--- src/design/spi_flash_pkg.sv ---
`default_nettype none

package spi_flash_pkg;

  typedef logic [31:0] data_t;
  typedef logic [2:0]  reg_addr_t;
  typedef logic [23:0] flash_addr_t;
  typedef logic [7:0]  cmd_t;
  typedef logic [5:0]  nbits_t;

  // register word addresses
  localparam reg_addr_t REG_DATAIN  = 3'd0;
  localparam reg_addr_t REG_ADDRESS = 3'd1;
  localparam reg_addr_t REG_COMMAND = 3'd2;
  localparam reg_addr_t REG_CONTROL = 3'd3;
  localparam reg_addr_t REG_STATUS  = 3'd4;
  localparam reg_addr_t REG_DATAOUT = 3'd5;

  // COMMAND holds the opcode in its low byte
  localparam int unsigned CMD_NBITS_LSB   = 8;
  localparam int unsigned CMD_ADDR_EN_BIT = 16;
  localparam int unsigned CMD_DIR_BIT     = 17;

  localparam int unsigned CTRL_START_BIT  = 0;
  localparam int unsigned CTRL_SRST_BIT   = 1;
  localparam int unsigned STATUS_IDLE_BIT = 0;

  localparam cmd_t   CMD_READ    = 8'h03;
  localparam nbits_t CACHE_NBITS = 6'd32;

  localparam int unsigned CLKS_PER_HALF_SCLK = 2;
  // each SCLK level spans two divider steps, so one period is 4 * CLKS_PER_HALF_SCLK clocks
  localparam int unsigned SCLK_LEVEL_CLKS = 2 * CLKS_PER_HALF_SCLK;

  typedef logic [$clog2(SCLK_LEVEL_CLKS + 1)-1:0] div_cnt_t;

  typedef struct packed {
    cmd_t        command;
    logic        addr_en;
    logic        dir_tx;
    nbits_t      nbits;
    flash_addr_t address;
    data_t       wdata;
  } xfer_req_t;

  typedef enum logic [2:0] {
    IDLE,
    CMD,
    ADDR,
    DATA,
    FINISH
  } eng_state_t;

endpackage

`default_nettype wire

--- src/design/spi_flash_engine.sv ---
`timescale 1ns/1ps
`default_nettype none

module spi_flash_engine (
  input  logic                     clk_i,
  input  logic                     arst_i,
  input  logic                     soft_rst_i,
  input  spi_flash_pkg::xfer_req_t req_i,
  input  logic                     start_i,
  input  logic                     miso_i,
  output logic                     idle_o,
  output logic                     done_o,
  output spi_flash_pkg::data_t     rdata_o,
  output logic                     sclk_o,
  output logic                     ss_o,
  output logic                     mosi_o
);

  import spi_flash_pkg::*;

  eng_state_t state_q;
  eng_state_t next_phase;
  div_cnt_t   div_q;
  nbits_t     bit_q;
  data_t      tx_q;
  data_t      rx_q;
  logic       level_end;
  logic       last_bit;
  logic       rise;
  logic       fall;
  logic       shifting;

  assign idle_o    = (state_q == IDLE);
  assign shifting  = (state_q == CMD) || (state_q == ADDR) || (state_q == DATA);
  assign level_end = (div_q == '0);
  assign last_bit  = (bit_q == '0);
  assign rise      = shifting & level_end & ~sclk_o;
  assign fall      = shifting & level_end & sclk_o;

  // bits leave MSB first from the top of the shift register
  assign mosi_o  = tx_q[$bits(data_t)-1];
  assign rdata_o = rx_q;

  // phase that follows the last bit of the current one
  always_comb begin
    next_phase = FINISH;
    if ((state_q == CMD) && req_i.addr_en) begin
      next_phase = ADDR;
    end else if ((state_q != DATA) && (req_i.nbits != '0)) begin
      next_phase = DATA;
    end
  end

  always_ff @(posedge clk_i or posedge arst_i) begin
    if (arst_i) begin
      state_q <= IDLE;
      div_q   <= '0;
      bit_q   <= '0;
      tx_q    <= '0;
      sclk_o  <= 1'b0;
      ss_o    <= 1'b1;
      done_o  <= 1'b0;
    end else if (soft_rst_i) begin
      state_q <= IDLE;
      div_q   <= '0;
      bit_q   <= '0;
      tx_q    <= '0;
      sclk_o  <= 1'b0;
      ss_o    <= 1'b1;
      done_o  <= 1'b0;
    end else begin
      done_o <= 1'b0;
      case (state_q)
        IDLE: begin
          if (start_i) begin
            state_q <= CMD;
            ss_o    <= 1'b0;
            // one extra clock in the first low level gives setup after SS falls
            div_q   <= div_cnt_t'(SCLK_LEVEL_CLKS);
            bit_q   <= nbits_t'($bits(cmd_t) - 1);
            tx_q    <= {req_i.command, {($bits(data_t) - $bits(cmd_t)){1'b0}}};
          end
        end
        CMD, ADDR, DATA: begin
          if (!level_end) begin
            div_q <= div_q - 1'b1;
          end else begin
            div_q  <= div_cnt_t'(SCLK_LEVEL_CLKS - 1);
            sclk_o <= ~sclk_o;
            if (fall && !last_bit) begin
              bit_q <= bit_q - 1'b1;
              tx_q  <= {tx_q[$bits(data_t)-2:0], 1'b0};
            end else if (fall) begin
              state_q <= next_phase;
              case (next_phase)
                ADDR: begin
                  bit_q <= nbits_t'($bits(flash_addr_t) - 1);
                  tx_q  <= {req_i.address, {($bits(data_t) - $bits(flash_addr_t)){1'b0}}};
                end
                DATA: begin
                  bit_q <= req_i.nbits - 1'b1;
                  tx_q  <= req_i.dir_tx ? req_i.wdata : '0;
                end
                default: begin
                  ss_o <= 1'b1;
                  tx_q <= '0;
                end
              endcase
            end
          end
        end
        FINISH: begin
          // SS has been high for one clock here
          state_q <= IDLE;
          done_o  <= 1'b1;
        end
        default: state_q <= IDLE;
      endcase
    end
  end

  // MISO is sampled as SCLK rises, so read data ends up right-aligned
  always_ff @(posedge clk_i) begin
    if (idle_o && start_i && !soft_rst_i) begin
      rx_q <= '0;
    end else if (rise && (state_q == DATA) && !req_i.dir_tx) begin
      rx_q <= {rx_q[$bits(data_t)-2:0], miso_i};
    end
  end

endmodule

`default_nettype wire

--- src/design/spi_flash_port_mux.sv ---
`timescale 1ns/1ps
`default_nettype none

module spi_flash_port_mux (
  input  logic                       clk_i,
  input  logic                       arst_i,
  input  spi_flash_pkg::xfer_req_t   reg_req_i,
  input  logic                       reg_start_i,
  input  logic                       cache_valid_i,
  input  spi_flash_pkg::flash_addr_t cache_addr_i,
  input  logic                       eng_idle_i,
  input  logic                       eng_done_i,
  input  spi_flash_pkg::data_t       eng_rdata_i,
  input  logic                       soft_rst_i,
  output spi_flash_pkg::xfer_req_t   eng_req_o,
  output logic                       eng_start_o,
  output logic                       cache_ready_o,
  output spi_flash_pkg::data_t       cache_rdata_o
);

  import spi_flash_pkg::*;

  xfer_req_t cache_req;
  logic      free;
  logic      cache_go;
  logic      reg_go;
  logic      cache_own_q;

  assign cache_req.command = CMD_READ;
  assign cache_req.addr_en = 1'b1;
  assign cache_req.dir_tx  = 1'b0;
  assign cache_req.nbits   = CACHE_NBITS;
  assign cache_req.address = cache_addr_i;
  assign cache_req.wdata   = '0;

  // the engine still reports idle during the start pulse itself
  assign free = eng_idle_i & ~eng_start_o & ~soft_rst_i;

  // a cache fill beats a register start in the same cycle
  assign cache_go = free & cache_valid_i & ~cache_own_q;
  assign reg_go   = free & reg_start_i & ~cache_go;

  always_ff @(posedge clk_i or posedge arst_i) begin
    if (arst_i) begin
      eng_start_o <= 1'b0;
      cache_own_q <= 1'b0;
    end else if (soft_rst_i) begin
      eng_start_o <= 1'b0;
      cache_own_q <= 1'b0;
    end else begin
      eng_start_o <= cache_go | reg_go;
      if (cache_go) begin
        cache_own_q <= 1'b1;
      end else if (eng_done_i) begin
        cache_own_q <= 1'b0;
      end
    end
  end

  always_ff @(posedge clk_i) begin
    if (cache_go) begin
      eng_req_o <= cache_req;
    end else if (reg_go) begin
      eng_req_o <= reg_req_i;
    end
  end

  // only the done of a transfer the cache started is passed on
  assign cache_ready_o = cache_own_q & eng_done_i;
  assign cache_rdata_o = eng_rdata_i;

endmodule

`default_nettype wire

--- src/design/spi_flash_regs.sv ---
`timescale 1ns/1ps
`default_nettype none

module spi_flash_regs (
  input  logic                     clk_i,
  input  logic                     arst_i,
  input  logic                     reg_valid_i,
  input  spi_flash_pkg::reg_addr_t reg_addr_i,
  input  spi_flash_pkg::data_t     reg_wdata_i,
  input  logic [3:0]               reg_wstrb_i,
  input  logic                     eng_idle_i,
  input  spi_flash_pkg::data_t     eng_rdata_i,
  output logic                     reg_ready_o,
  output logic                     reg_rvalid_o,
  output spi_flash_pkg::data_t     reg_rdata_o,
  output spi_flash_pkg::xfer_req_t req_o,
  output logic                     start_o,
  output logic                     soft_rst_o
);

  import spi_flash_pkg::*;

  logic        wr_en;
  logic        rd_en;
  logic        ctrl_wr;
  data_t       datain_q;
  flash_addr_t address_q;
  data_t       command_q;
  data_t       rdata_d;

  // the block never stalls, so every request is taken in its own cycle
  assign reg_ready_o = reg_valid_i;
  assign wr_en       = reg_valid_i & (|reg_wstrb_i);
  assign rd_en       = reg_valid_i & ~(|reg_wstrb_i);

  always_ff @(posedge clk_i or posedge arst_i) begin
    if (arst_i) begin
      datain_q  <= '0;
      address_q <= '0;
      command_q <= '0;
    end else if (wr_en) begin
      case (reg_addr_i)
        REG_DATAIN:  datain_q  <= reg_wdata_i;
        REG_ADDRESS: address_q <= reg_wdata_i[$bits(flash_addr_t)-1:0];
        REG_COMMAND: command_q <= reg_wdata_i;
        default: ;
      endcase
    end
  end

  // CONTROL is not stored, its bits only fire pulses
  assign ctrl_wr    = wr_en && (reg_addr_i == REG_CONTROL);
  assign start_o    = ctrl_wr & reg_wdata_i[CTRL_START_BIT];
  assign soft_rst_o = ctrl_wr & reg_wdata_i[CTRL_SRST_BIT];

  always_comb begin
    rdata_d = '0;
    case (reg_addr_i)
      REG_DATAIN:  rdata_d = datain_q;
      REG_ADDRESS: rdata_d = data_t'(address_q);
      REG_COMMAND: rdata_d = command_q;
      REG_STATUS:  rdata_d[STATUS_IDLE_BIT] = eng_idle_i;
      REG_DATAOUT: rdata_d = eng_rdata_i;
      default:     rdata_d = '0;
    endcase
  end

  always_ff @(posedge clk_i or posedge arst_i) begin
    if (arst_i) begin
      reg_rvalid_o <= 1'b0;
    end else begin
      reg_rvalid_o <= rd_en;
    end
  end

  always_ff @(posedge clk_i) begin
    if (rd_en) begin
      reg_rdata_o <= rdata_d;
    end
  end

  assign req_o.command  = command_q[$bits(cmd_t)-1:0];
  assign req_o.nbits    = command_q[CMD_NBITS_LSB +: $bits(nbits_t)];
  assign req_o.addr_en  = command_q[CMD_ADDR_EN_BIT];
  assign req_o.dir_tx   = command_q[CMD_DIR_BIT];
  assign req_o.address  = address_q;
  assign req_o.wdata    = datain_q;

endmodule

`default_nettype wire

--- src/design/spi_flash_top.sv ---
`timescale 1ns/1ps
`default_nettype none

module spi_flash_top (
  input  logic                       clk_i,
  input  logic                       arst_i,
  input  logic                       reg_valid_i,
  input  spi_flash_pkg::reg_addr_t   reg_addr_i,
  input  spi_flash_pkg::data_t       reg_wdata_i,
  input  logic [3:0]                 reg_wstrb_i,
  input  logic                       cache_valid_i,
  input  spi_flash_pkg::flash_addr_t cache_addr_i,
  input  logic                       miso_i,
  output logic                       reg_ready_o,
  output logic                       reg_rvalid_o,
  output spi_flash_pkg::data_t       reg_rdata_o,
  output logic                       cache_ready_o,
  output spi_flash_pkg::data_t       cache_rdata_o,
  output logic                       sclk_o,
  output logic                       ss_o,
  output logic                       mosi_o,
  output logic                       wp_n_o,
  output logic                       hold_n_o
);

  import spi_flash_pkg::*;

  xfer_req_t reg_req;
  xfer_req_t eng_req;
  logic      reg_start;
  logic      soft_rst;
  logic      eng_start;
  logic      eng_idle;
  logic      eng_done;
  data_t     eng_rdata;

  spi_flash_regs i_regs (
    .clk_i        (clk_i),
    .arst_i       (arst_i),
    .reg_valid_i  (reg_valid_i),
    .reg_addr_i   (reg_addr_i),
    .reg_wdata_i  (reg_wdata_i),
    .reg_wstrb_i  (reg_wstrb_i),
    .eng_idle_i   (eng_idle),
    .eng_rdata_i  (eng_rdata),
    .reg_ready_o  (reg_ready_o),
    .reg_rvalid_o (reg_rvalid_o),
    .reg_rdata_o  (reg_rdata_o),
    .req_o        (reg_req),
    .start_o      (reg_start),
    .soft_rst_o   (soft_rst)
  );

  spi_flash_port_mux i_port_mux (
    .clk_i         (clk_i),
    .arst_i        (arst_i),
    .reg_req_i     (reg_req),
    .reg_start_i   (reg_start),
    .cache_valid_i (cache_valid_i),
    .cache_addr_i  (cache_addr_i),
    .eng_idle_i    (eng_idle),
    .eng_done_i    (eng_done),
    .eng_rdata_i   (eng_rdata),
    .soft_rst_i    (soft_rst),
    .eng_req_o     (eng_req),
    .eng_start_o   (eng_start),
    .cache_ready_o (cache_ready_o),
    .cache_rdata_o (cache_rdata_o)
  );

  spi_flash_engine i_engine (
    .clk_i      (clk_i),
    .arst_i     (arst_i),
    .soft_rst_i (soft_rst),
    .req_i      (eng_req),
    .start_i    (eng_start),
    .miso_i     (miso_i),
    .idle_o     (eng_idle),
    .done_o     (eng_done),
    .rdata_o    (eng_rdata),
    .sclk_o     (sclk_o),
    .ss_o       (ss_o),
    .mosi_o     (mosi_o)
  );

  // single-bit mode only, so write protect and hold stay inactive
  assign wp_n_o   = 1'b1;
  assign hold_n_o = 1'b1;

endmodule

`default_nettype wire

--- config.mk ---
export PLATFORM = sky130hd
export DESIGN_NAME = spi_flash_top
export DESIGN_NICKNAME = d
export VERILOG_FILES = /design/src/design/spi_flash_pkg.sv /design/src/design/spi_flash_engine.sv /design/src/design/spi_flash_port_mux.sv /design/src/design/spi_flash_regs.sv /design/src/design/spi_flash_top.sv
export SDC_FILE = /design/constraint.sdc
export NUM_CORES = 1
export LEC_CHECK = 0
export BUFFER_PORTS_ARGS = -buffer_cell sky130_fd_sc_hd__buf_2
export CAP_MARGIN = 20
export CORE_ASPECT_RATIO = 0.8
export CORE_UTILIZATION = 50
export CTS_BUF_LIST = sky130_fd_sc_hd__clkbuf_8
export DETAILED_ROUTE_END_ITERATION = 8
export GPL_TIMING_DRIVEN = 0
export PLACE_DENSITY = 0.7
export SYNTH_ARGS = -nofsm -noshare
export SYNTH_HDL_FRONTEND = slang
export SYNTH_SLANG_ARGS = --single-unit
--- constraint.sdc ---
create_clock -name clk_i -period 16.4 [get_ports clk_i]
set_clock_uncertainty 0.05 [all_clocks]
set_input_delay 4.92 -clock clk_i [delete_from_list [all_inputs] [get_ports clk_i]]
set_output_delay 4.92 -clock clk_i [all_outputs]
set_load 0.1 [all_outputs]
==> results of run 1 <==
how the worst max path moves through the flow:
stage | startpoint | endpoint | slack, ps | depth (start not counted)
6_report | reg_valid_i | reg_ready_o | 5920 | 3
5_1_grt | reg_valid_i | reg_ready_o | 5880 | 3
4_1_cts | reg_valid_i | reg_ready_o | 5910 | 3
3_5_place_dp | reg_valid_i | reg_ready_o | 5910 | 3
3_3_place_gp | arst_i | i_regs.reg_rvalid_o$_DFF_PP0_ | 5910 | 2
2_1_floorplan | reg_valid_i | reg_ready_o | 6250 | 1
layer usage:
layer / wire length [um] / up-vias / global-route usage
met2: 14100 / 431 / 0.422
met1: 14700 / 4411 / 0.428
met4: 691 / 0 / 0.0841
met3: 2960 / 51 / 0.0555
met5: 0 / - / 0
li1: - / 3948 / -
registers in the layout, indices dropped and copies added, names as in the netlist, 6 cells and up:
signal                cells
i_engine.rdata_o         32
i_engine.bit_q            6
i_regs.datain_q          32
i_engine.tx_q            32
i_regs.command_q         32
i_regs.reg_rdata_o       32
i_regs.address_q         24
i_port_mux.eng_req_o     72
where the power goes:
group          switching [W]  internal (W)
Sequential          0.000161      0.000876
Combinational       0.000598      0.000270
Clock               0.000265      0.000323
metrics by stage:
stage | total power [W] | instance area [um^2] | hold slack [ps] | std cells | worst slack [ps]
2_1_floorplan | 0.00167 | 11400 | 384 | 954 | 6250
3_3_place_gp | 0.00188 | 12400 | 395 | 1390 | 5910
3_5_place_dp | 0.00190 | 12500 | 401 | 1393 | 5910
4_1_cts | 0.00249 | 13400 | 413 | 1470 | 5910
5_1_grt | 0.00262 | 13400 | 433 | 1470 | 5880
6_report | 0.00249 | 13400 | 418 | 1470 | 5920
logic make-up (layout without fill, tap and decap cells):
logic type	Yosys count	after routing	share of synthesized area
muxes	90	90	0.0900
buffers and inverters	92	308	0.0343
and+or+nand+nor	185	185	0.0743
xor gates and xnor gates	7	7	0.00539
adders and majority gates	5	5	0.00550
DFF	274	274	0.593
AOI/OAI and AO/OA	299	299	0.197
other	1	2	0.000330
layout make-up:
class	instances	share of cell area
Sequential cell	274	0.503
Multi-Input combinational cell	588	0.317
Timing Repair Buffer	139	0.0564
Inverter	15	0.00458
Tap cell	300	0.0280
Clock buffer	53	0.0545
Clock inverter	24	0.0114
Buffer	77	0.0250
worst max-delay path, delay by kind of cell:
family   cells  cell delay [ps]
buf+inv      3              600
cells in the final DEF, fill, tap and decap left out, types with 3 or more instances in the layout:
master	Yosys	routed
buf_2	12	148
a21oi_1	46	46
o22a_1	4	4
a22o_1	95	95
and3_1	11	11
buf_1	6	6
clkinv_2	0	5
nor2_1	16	16
a221oi_1	7	7
nor3_1	10	10
a221o_1	41	41
xor2_1	3	3
inv_1	15	26
xnor2_1	4	4
nor3b_1	5	5
clkbuf_1	53	53
a22oi_1	11	11
dfxtp_1	80	80
o21bai_1	4	4
mux2_2	88	88
edfxtp_1	56	56
clkbuf_8	0	53
nand2_1	115	115
dfrtp_1	137	137
ha_1	5	5
clkinv_1	0	4
a32oi_1	3	3
buf_4	4	4
o21ai_0	56	56
nor2b_1	3	3
nand3_1	4	4
and2_1	8	7
o22ai_1	7	7
o31ai_1	6	6
a211oi_1	3	3
==> impl_metrics.env, run 1 <==
export IMPL_final_layout_size_suffix_gt1_frac=0.269
export IMPL_finalSetupTns_ps=0
export IMPL_synth_top_cell_by_area="dfrtp_1"
export IMPL_crit_path_frequent_cell="buf_2"
export IMPL_timing_final_hold_violations=0
export IMPL_antenna_cells=0
export IMPL_finalSetupViolations=0
export IMPL_ys_flop_type="dfrtp_1"
export IMPL_gp_congestion=0.880
export IMPL_cts_tree="done"
export IMPL_r2r_end="i_engine.tx_q[29]$_DFFE_PP0P_"
export IMPL_p_per_area_nw_per_um2=186
export IMPL_hp_start="i_engine.done_o$_DFF_PP0_"
export IMPL_htree_num_levels=2
export IMPL_r2r_start="i_engine.state_q[1]$_DFFE_PP0P_"
export IMPL_grt_ovfl_total=0
export IMPL_synth_largest_type_area_fraction=0.302
export IMPL_dp_hpwl_um=23100
export IMPL_worstHoldPathCells=1
export IMPL_leakage_nw=5.66
export IMPL_slew_headroom=0.401
export IMPL_yosysWarnings=0
export IMPL_start_util=0.518
export IMPL_die_y_um=137
export IMPL_detail_route_wl_per_cell_um=22.1
export IMPL_cts_root_buf="clkbuf_8"
export IMPL_grt_util_all_layers=0.287
export IMPL_path_cells="buf_2, buf_4, buf_2"
export IMPL_clock_latency_ps=550
export IMPL_final_util=0.611
export IMPL_regArea_um2=6740
export IMPL_rrSetupSlack_ps=13210
export IMPL_max_cap_viol_count=0
export IMPL_worstSetupPathType="in2out"
export IMPL_final_nets=1210
export IMPL_fp_dieArea_um2=23300
export IMPL_wl_um=32500
export IMPL_yosysSeqAreaShare=0.593
export IMPL_post_cts_setup_buffer_count=0
export IMPL_ant_nets=0
export IMPL_cts_buffers=42
export IMPL_port_buffers=136
export IMPL_rr_worst_depth=8
export IMPL_vias=8841
export IMPL_async_flop_share=0.504
export IMPL_clock_sinks=274
export IMPL_ys_seq_elements=274
export IMPL_status="complete, no violations"
export IMPL_min_to="i_port_mux.cache_own_q$_DFFE_PP0P_"
export IMPL_first_iter_violations=850
export IMPL_path_max_fanout=3
export IMPL_crit_path_end_kind="output pin"
export IMPL_syn_area_um2=11400
export IMPL_grt_pass1_wl_um=49800
export IMPL_maxSlewViolCount=0
export IMPL_avgSynthCellArea_um2=11.9
export IMPL_cts_hold_buf=0
export IMPL_avgViaCountPerCell=6.01
export IMPL_rsz0062_at_grt="false"
export IMPL_synth_cell_type_count=60
export IMPL_critPathSlowestCell="buf_2"
export IMPL_synth_edf_count=56
export IMPL_die_w_um=171
export IMPL_worst_pin_slew_ps=896
export IMPL_multi_input_area_um2=4240
export IMPL_synth_cells=953
export IMPL_cts_resized_gates=0
export IMPL_cts_clk_slew_worst_paths_ps=60
export IMPL_critPathArrivalTime_ps=5510
export IMPL_cp_slowest_stage_delay_ps=410
export IMPL_rows=48
export IMPL_required_ps=11430
export IMPL_grt_pass1_vias=8544
export IMPL_start_kind="primary input"
export IMPL_min_period_over_period=0.639
export IMPL_period_minus_slack_ps=10480
export IMPL_clockBufferDepth=3
export IMPL_yosysMostFrequentCell="dfrtp_1"
export IMPL_io_pins=140
export IMPL_drt_first_pass_iters=5
export IMPL_ir_drop_v=0.000134
export IMPL_area_growth_pct=17.8
export IMPL_synthTopCellsByArea="dfrtp_1 (30%), edfxtp_1 (15%), dfxtp_1 (14%)"
export IMPL_hp_class="reg2reg"
export IMPL_n_fill_cell=1781
export IMPL_drcViolationCount=0
export IMPL_yosys_top_cells_count="dfrtp_1 (137), nand2_1 (115), a22o_1 (95)"
export IMPL_placeableCoreArea_um2=21900
export IMPL_grt_max_degree=81
export IMPL_fmax_mhz=95.4
export IMPL_antenna_found_initial=0
(Power assumes the default switching activity.)
==> run 2: changes to the inputs <==
--- a/config.mk
+++ b/config.mk
@@ -5,6 +5,7 @@
 export SDC_FILE = /design/constraint.sdc
 export NUM_CORES = 1
 export LEC_CHECK = 0
+export ABC_AREA = 1
 export BUFFER_PORTS_ARGS = -buffer_cell sky130_fd_sc_hd__buf_2
 export CAP_MARGIN = 20
 export CORE_ASPECT_RATIO = 0.8
==> constraint.sdc (replaced) <==
create_clock -name clk_i -period 10.4 [get_ports clk_i]
set_clock_uncertainty 0.05 [all_clocks]
set_input_delay 3.12 -clock clk_i [delete_from_list [all_inputs] [get_ports clk_i]]
set_output_delay 3.12 -clock clk_i [all_outputs]
set_load 0.1 [all_outputs]
==> impl_metrics.env, run 2 <==
export IMPL_ant_nets=0
export IMPL_crit_start="reg_valid_i"
export IMPL_p_total_w=0.00348
export IMPL_ir_drop_v=0.000126
export IMPL_grt_max_degree=96
export IMPL_final_nets=1798
export IMPL_die_w_um=176
export IMPL_placed_cell_area_um2=13300
export IMPL_layout_common_cells="nand2_1 (667), inv_1 (166), o21ai_0 (165)"
export IMPL_maxSlewViolCount=0
export IMPL_fmax_mhz=148
export IMPL_clock_sinks=274
export IMPL_port_buffers=136
export IMPL_antenna_found_initial=1
export IMPL_syn_area_um2=12200
export IMPL_rsz0062_at_grt="false"
export IMPL_min_period_over_period=0.651
export IMPL_p_per_area_nw_per_um2=244
export IMPL_cts_hold_buf=0
export IMPL_path_max_fanout=2
export IMPL_r2r_end="i_port_mux.eng_req_o[38]$_DFFE_PP_"
export IMPL_period_minus_slack_ps=6770
export IMPL_avgSynthCellArea_um2=7.91
export IMPL_slew_headroom=0.515
export IMPL_vias=11200
export IMPL_finalSetupViolations=0
export IMPL_async_flop_share=0.504
export IMPL_ys_seq_elements=274
export IMPL_critPathSlowestCell="buf_2"
export IMPL_post_cts_setup_buffer_count=0
export IMPL_htree_num_levels=2
export IMPL_rrSetupSlack_ps=7750
export IMPL_synthTopCellsByArea="dfrtp_1 (28%), nand2_1 (21%), edfxtp_1 (14%)"
export IMPL_cts_buffers=44
export IMPL_cts_tree="done"
export IMPL_clock_latency_ps=560
export IMPL_cts_resized_gates=0
export IMPL_leakage_nw=7.18
export IMPL_regMostFlops="i_port_mux.eng_req_o"
export IMPL_path_cells="buf_4, buf_2"
export IMPL_yosysWarnings=0
export IMPL_area_growth_pct=17.0
export IMPL_start_kind="primary input"
export IMPL_critPathArrivalTime_ps=3600
export IMPL_avgViaCountPerCell=5.39
export IMPL_cp_slowest_stage_delay_ps=410
export IMPL_worstSetupPathDepth=2
export IMPL_placeableCoreArea_um2=23600
export IMPL_start_util=0.515
export IMPL_fp_dieArea_um2=25000
export IMPL_cts_root_buf="clkbuf_8"
export IMPL_timing_final_hold_violations=0
export IMPL_synth_cell_type_count=37
export IMPL_final_area_um2=14200
export IMPL_synth_edf_count=56
export IMPL_first_iter_violations=1221
export IMPL_worstSetupPathType="in2out"
export IMPL_yosysMostFrequentCell="nand2_1"
export IMPL_finalSetupTns_ps=0
export IMPL_path_delay_family="buffers and inverters"
export IMPL_largest_register_ffs=72
export IMPL_rr_worst_depth=6
export IMPL_synth_largest_type_area_fraction=0.282
export IMPL_detail_route_wl_per_cell_um=17.2
export IMPL_cp_num_buf_inv=2
export IMPL_worst_pin_slew_ps=727
export IMPL_final_common_cell="nand2_1"
export IMPL_final_layout_size_suffix_gt1_frac=0.136
export IMPL_gp_congestion=0.920
export IMPL_grt_pass1_vias=10300
export IMPL_required_ps=7230
export IMPL_io_pins=140
export IMPL_max_cap_viol_count=0
export IMPL_crit_path_end_kind="output pin"
export IMPL_r2r_start="i_engine.state_q[1]$_DFFE_PP0P_"
export IMPL_clockBufferDepth=3
export IMPL_wl_um=35600
export IMPL_ys_flop_type="dfrtp_1"
export IMPL_grt_ovfl_total=0
export IMPL_grt_util_all_layers=0.289
export IMPL_synth_cells=1540
export IMPL_synth_top_cell_by_area="dfrtp_1"
export IMPL_cts_clk_slew_worst_paths_ps=60
export IMPL_die_y_um=142
export IMPL_drcViolationCount=0
export IMPL_drt_first_pass_iters=5
export IMPL_dp_hpwl_um=26100
export IMPL_grt_pass1_wl_um=55500
export IMPL_status="complete, no violations"
export IMPL_rows=50
export IMPL_n_fill_cell=2177
export IMPL_yosys_top_cells_count="nand2_1 (667), o21ai_0 (165), inv_1 (151)"
export IMPL_hp_class="reg2reg"
export IMPL_crit_end="reg_ready_o"
export IMPL_yosysSeqAreaShare=0.553
run 2: changes by cell type after synthesis, sizes merged, moves of 20 or more:
cell / previous run / this run
nand3: 4 / 70
a22o: 95 / 0
nor2: 16 / 52
inv: 15 / 154
o21ai: 56 / 170
a21oi: 46 / 3
nand2: 115 / 667
a221o: 41 / 3
mux2: 88 / 0
o2111ai: 0 / 20
run 2: worst min path at each step:
stage | cells after the start | from | endpoint
after global placement | 2 | i_port_mux.eng_req_o[7]$_SDFFE_PP0P_ | i_port_mux.eng_req_o[7]$_SDFFE_PP0P_
after detailed placement | 2 | i_port_mux.eng_req_o[7]$_SDFFE_PP0P_ | i_port_mux.eng_req_o[7]$_SDFFE_PP0P_
final | 2 | i_port_mux.eng_req_o[6]$_SDFFE_PP0P_ | i_port_mux.eng_req_o[6]$_SDFFE_PP0P_
after CTS | 2 | i_port_mux.eng_req_o[6]$_SDFFE_PP0P_ | i_port_mux.eng_req_o[6]$_SDFFE_PP0P_
after floorplan | 2 | i_port_mux.eng_req_o[5]$_SDFFE_PP0P_ | i_port_mux.eng_req_o[5]$_SDFFE_PP0P_
after global routing | 2 | i_port_mux.eng_req_o[6]$_SDFFE_PP0P_ | i_port_mux.eng_req_o[6]$_SDFFE_PP0P_
run 2: where the power goes:
part | internal, W | switching (W) | leakage, nW
sequential | 0.00131 | 0.000155 | 2.93
clock | 0.000524 | 0.000435 | 0.536
combinational | 0.000301 | 0.000747 | 3.72
run 2: cell type report:
type | count | area, um^2 | share of cell area
Inverter | 155 | 587 | 0.0412
Multi-Input combinational cell | 1030 | 4520 | 0.317
Clock buffer | 58 | 798 | 0.0560
Clock inverter | 24 | 130 | 0.00914
Antenna cell | 1 | 2.50 | 0.000176
Buffer | 82 | 347 | 0.0243
Tap cell | 312 | 390 | 0.0274
Sequential cell | 274 | 6740 | 0.473
Timing Repair Buffer | 138 | 728 | 0.0511
run 2: routing by layer:
| metal | track usage | up-vias | routed length (um) |
|---|---|---|---|
| met1 | 0.434 | 5327 | 16300 |
| met5 | 0 | - | 0 |
| li1 | - | 5245 | - |
| met2 | 0.433 | 547 | 15400 |
| met4 | 0.0758 | 0 | 718 |
| met3 | 0.0469 | 68 | 3150 |
run 2: cells by family after synthesis:
group / share of synthesized area
compound gates: 0.0961
xor+xnor: 0.00504
fa+ha+maj: 0.00514
buf+inv: 0.0762
flops: 0.553
other cells: 0.000308
simple gates: 0.264
run 2: per-stage QoR:
step	hold slack (ps)	utilization	instances	worst slack (ps)
floorplan	385	-	1541	3540
global placement	402	0.560	1989	1780
detailed placement	410	0.563	1991	3630
CTS	413	0.602	2073	3630
global route	428	0.602	2073	3610
finish	413	0.602	2074	3630
